### config.mk
export PLATFORM = sky130hd
export DESIGN_NAME = qspi_sequencer
export DESIGN_NICKNAME = d
export VERILOG_FILES = /design/src/psram_pkg.sv /design/src/qspi_sequencer.sv
export VERILOG_INCLUDE_DIRS = /design/src
export SDC_FILE = /design/constraint.sdc
export NUM_CORES = 1
export LEC_CHECK = 0
export ABC_CLOCK_PERIOD_IN_PS = 5500
export BUFFER_PORTS_ARGS = -buffer_cell sky130_fd_sc_hd__buf_2
export CORE_ASPECT_RATIO = 2
export CORE_MARGIN = 3
export CORE_UTILIZATION = 45
export CTS_CLUSTER_DIAMETER = 120
export DETAILED_ROUTE_END_ITERATION = 12
export PLACE_DENSITY = 0.67
export SYNTH_ARGS = -nofsm -noshare
export SYNTH_HDL_FRONTEND = slang
export SYNTH_SLANG_ARGS = --single-unit
### constraint.sdc
create_clock -name sck -period 5.5 [get_ports sck]
set_clock_uncertainty 0.05 [all_clocks]
set_input_delay 0.55 -clock sck [delete_from_list [all_inputs] [get_ports sck]]
set_output_delay 0.55 -clock sck [all_outputs]
set_load 0.02 [all_outputs]
### src/psram_settings.svh
`ifndef PSRAM_SETTINGS_SVH
`define PSRAM_SETTINGS_SVH

// Address bits actually stored by the device model
// The full 24-bit address wraps into this space
`define PSRAM_MEM_BITS 12

// Width of the burst byte count
`define PSRAM_LEN_BITS 8

// Device cycle marks, counted from the first cycle with chip-select low
`define PSRAM_CMD_END 8
`define PSRAM_ADDR_END 14

// First device cycle on which the device drives read data
`define PSRAM_READ_START 20

`endif

### src/psram_pkg.sv
`default_nettype none
`include "psram_settings.svh"

package psram_pkg;

    typedef logic [23:0] addr_t;
    typedef logic [7:0] byte_t;
    typedef logic [3:0] nibble_t;
    typedef logic [`PSRAM_LEN_BITS-1:0] len_t;

    typedef enum logic [7:0] {
        CMD_WRITE = 8'h38,
        CMD_READ  = 8'hEB
    } psram_cmd_t;

    typedef enum logic [2:0] {
        PS_CMD,
        PS_ADDR,
        PS_WAIT,
        PS_WDATA,
        PS_RDATA,
        PS_ERR
    } psram_state_t;

    typedef enum logic [2:0] {
        SQ_IDLE,
        SQ_CMD,
        SQ_ADDR,
        SQ_WDATA,
        SQ_RWAIT,
        SQ_RDATA,
        SQ_DONE
    } seq_state_t;

    // Which way the host lanes face in the current device cycle
    typedef enum logic [2:0] {
        PH_CMD,
        PH_ADDR,
        PH_WRITE,
        PH_TURN,
        PH_READ
    } lane_phase_t;

endpackage

`default_nettype wire

### src/qspi_sequencer.sv
`timescale 1ns/10ps
`default_nettype none
`include "psram_settings.svh"

module qspi_sequencer (
    input  wire                    sck,
    input  wire                    reset,
    input  wire                    start,
    input  wire                    write,
    input  wire psram_pkg::len_t   len,
    output logic                   busy,
    output logic                   done,
    output logic                   ce_n,
    output psram_pkg::lane_phase_t phase,
    output logic                   load,
    output logic                   step,
    output logic                   sample,
    output logic                   byte_last,
    output logic                   wr_take
);
    import psram_pkg::*;

    localparam logic [5:0] CMD_LAST = 6'(`PSRAM_CMD_END - 1);
    localparam logic [5:0] ADDR_LAST = 6'(`PSRAM_ADDR_END - 1);
    localparam logic [5:0] WAIT_LAST = 6'(`PSRAM_READ_START - 1);

    seq_state_t state;
    seq_state_t next_state;
    logic [5:0] cyc;
    len_t left;
    logic wr_q;
    logic in_data;
    logic byte_end;

    always_comb begin
        next_state = state;
        case (state)
            SQ_IDLE: if (start) next_state = SQ_CMD;
            SQ_CMD: if (cyc == CMD_LAST) next_state = SQ_ADDR;
            SQ_ADDR: if (cyc == ADDR_LAST) next_state = wr_q ? SQ_WDATA : SQ_RWAIT;
            SQ_RWAIT: if (cyc == WAIT_LAST) next_state = SQ_RDATA;
            SQ_WDATA, SQ_RDATA: if (byte_last && byte_end) next_state = SQ_DONE;
            SQ_DONE: next_state = SQ_IDLE;
            default: next_state = SQ_IDLE;
        endcase
    end

    // cyc mirrors the device cycle counter inside the model
    always_ff @(posedge sck or posedge reset) begin
        if (reset) begin
            state <= SQ_IDLE;
            ce_n <= 1'b1;
            cyc <= '0;
            left <= '0;
            wr_q <= 1'b0;
        end else begin
            state <= next_state;
            ce_n <= (next_state == SQ_IDLE) || (next_state == SQ_DONE);
            if (load) begin
                cyc <= '0;
                left <= len;
                wr_q <= write;
            end else if (busy) begin
                cyc <= cyc + 6'd1;
                if (byte_end) begin
                    left <= left - len_t'(1);
                end
            end
        end
    end

    assign busy = state != SQ_IDLE;
    assign done = state == SQ_DONE;
    assign load = (state == SQ_IDLE) && start;
    assign step = (state == SQ_CMD) || (state == SQ_ADDR) || (state == SQ_WDATA);

    // Each data byte spans an even and an odd device cycle
    assign in_data = (state == SQ_WDATA) || (state == SQ_RDATA);
    assign byte_end = in_data && cyc[0];
    assign byte_last = in_data && (left == len_t'(1));
    assign wr_take = (state == SQ_WDATA) && !cyc[0];

    // The next write byte is fetched one cycle before it goes out
    assign sample = ((state == SQ_ADDR) && (cyc == ADDR_LAST) && wr_q)
                  || ((state == SQ_WDATA) && byte_end && !byte_last)
                  || ((state == SQ_RDATA) && byte_end);

    always_comb begin
        case (state)
            SQ_CMD: phase = PH_CMD;
            SQ_ADDR: phase = PH_ADDR;
            SQ_WDATA: phase = PH_WRITE;
            SQ_RDATA: phase = PH_READ;
            default: phase = PH_TURN;
        endcase
    end

    a_start_idle: assert property (@(posedge sck) disable iff (reset)
        start |-> !busy);

    a_len_nonzero: assert property (@(posedge sck) disable iff (reset)
        start |-> len != '0);

endmodule

`default_nettype wire

==> results of run 1 <==
-- area by class of cell --
class	instances	area, um2
fill	265	1181
multi-input combinational	112	715.7
sequential	19	476.7
timing repair buffer	22	110.1
clock buffer	3	41.29
inverter	10	37.54
tap	28	35.03
clock inverter	1	5.005
-- worst max-delay path, delay by kind of cell (launching register included) --
kind | cells | cell delay (ps)
and+or+nand+nor | 3 | 820
buffers and inverters | 2 | 240
AOI/OAI and AO/OA | 1 | 150
adders and majority gates | 1 | 130
DFF | 1 | 390
-- routing by layer --
metal	up-vias	global-route usage	share of wire
met5	-	0	0
met4	0	0.09668	0.022
met3	6	0.02661	0.032
met1	562	0.1933	0.37
li1	568	-	-
met2	32	0.3546	0.57
-- sequential cells by signal (all words and copies together), names as in the netlist --
| name | cells |
|---|---|
| ce_n | 1 |
| cyc | 6 |
| left | 8 |
| state | 3 |
| wr_q | 1 |
-- stage by stage --
step	total power, uW	hold slack, ps
floorplan	144.5	424.0
global placement	149.5	467.7
detailed placement	149.6	499.7
CTS	249.5	389.2
global route	254.3	406.0
finish	245.8	361.3
-- where the power goes --
| group | switching, uW | internal (uW) |
|---|---|---|
| Clock | 48.9 | 50.4 |
| Sequential | 0 | 140 |
| Combinational | 4.19 | 2.81 |
| Total | 53.1 | 193 |
-- worst paths after layout --
| check | from | endpoint | slack (ps) | cells past startpoint |
|---|---|---|---|---|
| setup / recovery | left[1] | sample | 2920 | 7 |
| hold / removal | reset | cyc[0] | 360 | 2 |
| setup reg to reg | state[2] | left[7] | 3580 | 5 |
| hold reg to reg | cyc[5] | cyc[5] | 510 | 1 |
| max in group asynchronous | reset | state[0] | 4560 | 2 |
| min in group sck | len[6] | left[6] | 440 | 3 |
-- cells in the mapped netlist (all sizes together), types with 3 or more instances --
library cell and count:
nor2 13, inv 10, or3 3, buf 4
nand2 17, xor2 3, dfrtp 18, ha 4
and3 4, a21oi 7, a21o 3, o21ai 14
o211ai 3, nor3 3, nand3 7, nand4 5
-- kinds of logic (layout without fill, tap and decap cells) --
family,count (synthesis),in the layout,share of synthesized area
adders and majority gates,4,4,0.03972
xor gates and xnor gates,5,5,0.04072
DFF,19,19,0.3784
and+or+nand+nor,65,65,0.2940
AOI/OAI and AO/OA,38,38,0.1936
buffers and inverters,15,36,0.05362
==> key figures, run 1 <==
Status
  • Outcome: completed

STA
  • Fin crit period: 2584 ps
  • Tcrit/Tclk final: 0.4699
  • Final Max Slew Viols: 0
  • Final Setup Violations: 0
  • Setup TNS: 0 ps
  • Final hold violation count: 0
  • Setup ws final: about 3000 ps
  • Fmax achieved: 386.9 MHz
  • Worst-Margin Slew: 756.0 ps
  • RSZ-0062 raised after global routing: false
  • Worst relative slew slack: 0.4954

Placed design
  • Gpl congestion: ~0.84
  • Pre-CTS setup slack: 3195 ps
  • Port Buffers: 22
  • DP Wirelength: 2362 um
  • Placed Cells: 191
  • Placed inst area: 1375 um2

Worst setup path
  • Worst-path cell chain: inv_1 -> ha_1 -> or3b_2 -> or2_1 -> o21ai_1 -> nand2_1 -> buf_2
  • Startpoint types: flop
  • Critical path class: reg -> out
  • Worst EP required: between 4000 and 5000 ps
  • Slowest CP cell: or3b_2
  • Crit Path Max Fanout: 4
  • Max incr delay on CP: 480 ps
  • Worst EP arrival: ~2000 ps
  • Crit path capture type: output port

Die
  • Die height: between 80 and 90 um
  • Placeable Area: 2603 um2
  • Starting Density: 0.4841
  • FP Rows: 26
  • Die Area: 3509 um2
  • # IOs: 23
  • Die width: 43.42 um

Clock network
  • Post-CTS Setup Inserts: 0
  • Clock slew at reported path FFs: 80 ps
  • CTS Hold Buffers Added: 0
  • Deepest clock path buffer count: 2
  • Root buffer cell: clkbuf_8
  • Clk_lat worst skew: 260 ps
  • CTS tree: yes
  • CTS buffer count: 3
  • CTS Sinks: 19
  • Resize count post-CTS: 0
  • Htree depth: 1

Drt
  • DRT iter0 DRCs: 25
  • WL per Instance: 15.77 um
  • DR pass1 iterations: 4
  • Remaining DRCs: 0
  • Routed WL: 3076 um
  • Vias: 1,168
  • Post-DRT Antenna Nets: 0
  • Via density: approximately 6.0

Finish
  • Antenna Diode Count: 0
  • Finished Core Util: 0.5462
  • Most frequent cells in the layout: buf_2, dfrtp_1, nand2_1
  • Nets: ~180
  • Most common cell after layout, fill and taps aside: buf_2
  • Design Area, Final: about 1400 um2
  • Layout Cells excl Fill: 195
  • Layout cell share with drive strength beyond 1: 0.2395
  • P&R area growth vs syn: 12.81%

Logic synthesis
  • Predominant post-synthesis flop cell: dfrtp_1
  • Ys Warns: 0
  • Synthesis-stage register bit count: 19
  • Post-synth EDFFs: 0
  • Seq/Total Area, Yosys: 0.3784
  • Top cell type's share of synthesized area: 0.3575
  • Synthesized area: 1260 um2
  • Mapped Nets: 162
  • Cells after Synth: 146
  • Cell taking the most area after synthesis: dfrtp_1
  • Async set-reset flop share out of synthesis: 1.000
  • Top post-synthesis cells by area: dfrtp_1, nand2_1, ha_1
  • Mean Syn Cell Area: 8.630 um2
  • Netlist cell types: 46

Global route
  • Vias in the first global route: 1,172
  • Initial antenna violation count: 0
  • Global-route wire length before repair: a little over 5000 um
  • Largest net degree at the start of global routing: 20
  • Gr usage total: 0.1888
  • GRT overflow: 0

Pwr
  • Peak VDD IR: 0.1352 mV
  • Leakage: 0.0006277 uW
  • P per Cell Area: 173.0 nW/um2

Job
  • MaxCap Viol Count: 0

Hold path
  • Hold WC Path Type: in -> async
Power figures use the tool's default switching activity.
==> run 2: changes to the inputs <==
Settings changed: ABC_CLOCK_PERIOD_IN_PS 5500 to 2200, PLACE_DENSITY 0.67 to 0.69.
Clock period 5.5 ns to 2.2 ns, I/O delays scaled along.
==> run 2 against run 1 <==
Combinational power grew to 2.6 times the previous value. Cell area up 4.9%. Setup slack got worse by 2800 ps. Power increased to 2.5 times the previous value. Wire length increased by 2.7%. Critical path type unchanged. Critical endpoint unchanged. Largest power group unchanged. Highest routed layer unchanged.
==> key figures, run 2 (synthesis results as in run 1) <==
Clock network
  • CTS Hold Buffers Added: 0
  • CTS Sinks: 19
  • Root buffer cell: clkbuf_8
  • Clock slew at reported path FFs: about 70 ps
  • Htree depth: 1
  • CTS tree: yes
  • Clk_lat worst skew: 260 ps
  • Deepest clock path buffer count: 2
  • CTS buffer count: 3

Die
  • Die height: 80.83 um
  • Die Area: around 3500 um2
  • # IOs: 23
  • Placeable Area: 2603 um2
  • FP Rows: 26
  • Starting Density: 0.4841
  • Die width: 43.42 um

Placed design
  • Gpl congestion: 0.8351
  • DP Wirelength: 2383 um
  • Port Buffers: 22

Global route
  • Largest net degree at the start of global routing: 20
  • Gr usage total: 0.1914
  • Global-route wire length before repair: 5140 um
  • Vias in the first global route: roughly 1,200
  • GRT overflow: 0
  • Initial antenna violation count: 0

STA
  • Final Max Slew Viols: 0
  • Fin crit period: 2130 ps
  • Worst-Margin Slew: 764.5 ps
  • Fmax achieved: 469.5 MHz
  • Final Setup Violations: 0
  • Final hold violation count: 0
  • RSZ-0062 raised after global routing: false
  • Setup TNS: 0 ps
  • Worst relative slew slack: 0.4898
  • Tcrit/Tclk final: 0.9682
  • Fin Hold WS: 33.88 ps

Finish
  • Max reg flops: 8
  • Antenna Diode Count: 0
  • Sequential cell area: 479.2 um2
  • P&R area growth vs syn: 18.37%
  • Biggest regs: left x8, cyc x6, state x3
  • Finished Core Util: 0.5731
  • Most common cell after layout, fill and taps aside: buf_2
  • Multi-input logic area: a little over 700 um2
  • Largest Register: left
  • Fill count: 248
  • Most frequent cells in the layout: buf_2, nand2_1, dfrtp_1
  • Nets: 192
  • Layout cell share with drive strength beyond 1: 0.2971

Worst setup path
  • Crit path capture type: output port
  • Startpoint types: flop
  • Worst EP arrival: 1860 ps
  • Worst EP required: 1930 ps
  • Critical path class: reg -> out
  • Crit Path Max Fanout: 4

Hold path
  • Hold WC Path Type: in -> async

Pwr
  • P per Cell Area: 414.0 nW/um2
  • Peak VDD IR: between 0.3 and 0.4 mV
  • Leakage: approximately 0.00066 uW

Status
  • Outcome: completed

Drt
  • Via density: a little under 6
  • DR pass1 iterations: 4
  • WL per Instance: ~16 um
  • DRT iter0 DRCs: 13
  • Post-DRT Antenna Nets: 0
  • Routed WL: 3160 um
  • Remaining DRCs: 0
  • Vias: ~1,200

Job
  • MaxCap Viol Count: 0
## run 2: cell count changes in the layout (fill, tap and decap cells not counted), sizes merged
cell | before | now
buf | 22 | 30
## run 2: repair_timing
action / CTS / global route
cloned: 0 / 0
gates resized for setup: 2 / 4
setup endpoints to repair: 2 / 1
setup buffers: 1 / 3
pin swaps: 0 / 3
## run 2: worst paths after layout
check                              from        to  slack, ps  depth (start not counted)
min in group sck                 len[1]   left[1]        110                          2
worst max register to register  left[4]  state[0]        300                          5
worst min register to register   cyc[5]    cyc[5]        480                          1
worst min-delay path              reset    cyc[0]         30                          2
worst max-delay path            left[4]    sample         70                          5
max in group asynchronous         reset  state[1]       1540                          2
## run 2: worst max-delay path, cell delays in order, from the launching register on
cell	delay (ps)
dfrtp_1	420
or4_4	580
or2_4	270
o21ai_1	110
nand2_1	60
buf_4	160
## run 2: per-layer routing
metal	share of wire	wire length (um)	track usage	vias up
met4	0.016	52	0.09366	0
met3	0.026	83	0.02661	6
met1	0.38	1188	0.1861	581
met5	0	0	0	-
met2	0.58	1836	0.3724	25
li1	-	-	-	585
## run 2: power by group
group / total [uW] / internal (uW) / switching [uW]
clock network: 250 / 126 / 124
registers: 349 / 349 / 0
logic: 18.0 / 7.04 / 11.0
total: 617 / 482 / 135
## run 2: area by class of cell
cell class | count | share of cell area
tap | 28 | 0.02349
clock inverter | 1 | 0.003356
multi-input combinational | 112 | 0.4832
sequential | 19 | 0.3213
inverter | 10 | 0.02517
timing repair buffer | 30 | 0.1158
clock buffer | 3 | 0.02768
## run 2: stage by stage
stage / instance area (um2) / power [uW] / setup WS [ps] / instances
detailed placement: 1405 / 374.3 / 197.8 / 195
CTS: 1464 / 624.2 / 34.20 / 200
global placement: 1405 / 373.5 / 265.8 / 195
floorplan: 1260 / 361.3 / 344.2 / 146
finish: 1491 / 617.4 / 70.05 / 203
global route: 1491 / 640.8 / 3.962 / 203
==> run 3: changes to the inputs <==
Settings changed: ABC_CLOCK_PERIOD_IN_PS 2200 to 1800.
Clock period 2.2 ns to 1.8 ns, I/O delays scaled along.
==> run 3 against run 2 <==
The run now ends with hold timing, setup timing left. Via count increased by 6.4%. Setup slack got worse by 340 ps. Wire length grew 11%. Cell count grew 11%. Critical path type unchanged. Count of clock-buffer cells in the layout up 1.
==> key figures, run 3 (synthesis results as in run 1) <==
Clock network
  • CTS Hold Buffers Added: 0
  • Htree depth: 1
  • CTS tree: yes
  • Clock slew at reported path FFs: 70 ps
  • CTS buffer count: 3
  • CTS Sinks: 19
  • Root buffer cell: clkbuf_8
  • Clk_lat worst skew: 260 ps
  • Deepest clock path buffer count: 2

STA
  • RSZ-0062 raised after global routing: true
  • Setup ws final: -269.5 ps
  • Fin Hold WS: -7.406 ps
  • Setup TNS: -546.7 ps
  • Final hold violation count: 18
  • Final Max Slew Viols: 0
  • Worst relative slew slack: 0.4968
  • Fmax achieved: around 480 MHz
  • Tcrit/Tclk final: 1.150
  • Final Setup Violations: 3
  • Fin crit period: 2069 ps
  • Worst-Margin Slew: ~750 ps

Worst setup path
  • Crit Path Max Fanout: 4
  • Reg2reg end: state[0]
  • Slowest CP cell: or4_4
  • R2R depth: 7
  • Worst EP arrival: 1840 ps
  • Crit path capture type: output port
  • Startpoint types: flop
  • Critical path class: reg -> out
  • Worst EP required: 1570 ps
  • Max incr delay on CP: between 500 and 600 ps
  • Worst-path cell chain: or4_4 -> or2_4 -> o21ai_1 -> nand2_1 -> buf_6
  • Worst flop-to-flop path startpoint: left[1]
  • R2R Setup Slk: -120 ps

Global route
  • GRT overflow: 0
  • Global-route wire length before repair: 5871 um
  • Largest net degree at the start of global routing: 20
  • Initial antenna violation count: 0
  • Gr usage total: 0.2215
  • Vias in the first global route: 1,298

Finish
  • Biggest regs: left x8, cyc x6, state x3
  • P&R area growth vs syn: 36.05%
  • Nets: 215
  • Sequential cell area: 480.5 um2
  • Most frequent cells in the layout: buf_4, buf_2, nand2_1
  • Max reg flops: 8
  • Antenna Diode Count: 0
  • Layout cell share with drive strength beyond 1: 0.4040
  • Most common cell after layout, fill and taps aside: buf_4
  • Multi-input logic area: 748.2 um2
  • Largest Register: left
  • Fill count: 222

Drt
  • Vias: 1,274
  • Via density: 5.637
  • Routed WL: 3498 um
  • DRT iter0 DRCs: 42
  • DR pass1 iterations: 4
  • Remaining DRCs: 0
  • Post-DRT Antenna Nets: 0
  • WL per Instance: 15.48 um

Pwr
  • Peak VDD IR: 0.3762 mV
  • Leakage: 0.0007809 uW
  • P per Cell Area: between 400 and 500 nW/um2
  • Pwr Total: 753.6 uW

Placed design
  • Port Buffers: 22
  • Pre-CTS setup slack: -62.72 ps
  • Gpl congestion: 0.8518
  • DP Wirelength: approximately 2600 um

Die
  • Die height: a little over 80 um
  • Placeable Area: 2603 um2
  • FP Rows: 26
  • # IOs: 23
  • Die Area: 3509 um2
  • Starting Density: 0.4841
  • Die width: 43.42 um

Status
  • Violated checks: hold timing, setup timing
  • Outcome: finished, violations left

Job
  • MaxCap Viol Count: 0

Hold path
  • Hold WC Path Type: in -> async
## run 3: cell types whose count changed in the layout (fill, tap and decap cells not counted), sizes merged
cell and change:
buf +23, clkinv -1, clkbuf +1
## run 3: what timing repair did
item                       CTS  global route
resized for setup            9            13
pin swaps                    5             5
buffers inserted             3             7
setup endpoints to repair    7             7
## run 3: how the worst max path moves through the flow
stage | from | endpoint | slack [ps] | cells after the start
CTS | left[1] | sample | -230 | 7
finish | left[4] | sample | -270 | 5
global placement | left[1] | sample | -50 | 7
floorplan | left[1] | sample | -6 | 6
detailed placement | left[1] | sample | -60 | 7
global route | left[1] | sample | -310 | 7
## run 3: worst max-delay path: cells and delay by family (launching register included)
family / cells / cell delay [ps]
DFF: 1 / 410
buffers and inverters: 1 / 130
AOI/OAI and AO/OA: 1 / 120
and+or+nand+nor: 3 / 920
## run 3: where the power goes
part | switching (uW) | internal (uW) | total, uW
Sequential | 0 | 427 | 427
Clock | 148 | 158 | 306
Combinational | 12.7 | 8.62 | 21.3
Total | 161 | 593 | 754
## run 3: area by class of cell
cell class,count,share of cell area
Sequential cell,19,0.2803
Multi-Input combinational cell,112,0.4365
Inverter,10,0.02482
Timing Repair Buffer,53,0.2117
Clock buffer,4,0.02628
Tap cell,28,0.02044
## run 3: layer usage
layer  up-vias  global-route usage  wire length [um]
li1        632                   -                 -
met1       600              0.2267              1275
met2        33              0.4288              2018
met3         9             0.01996                85
met4         0              0.1027               119
met5         -                   0                 0
## run 3: stage by stage
step	utilization	cell area [um2]	std cells
2_1_floorplan	-	1262	146
3_3_place_gp	0.5928	1543	213
3_5_place_dp	0.5928	1543	213
4_1_cts	0.6274	1633	220
5_1_grt	0.6587	1714	226
6_report	0.6587	1714	226
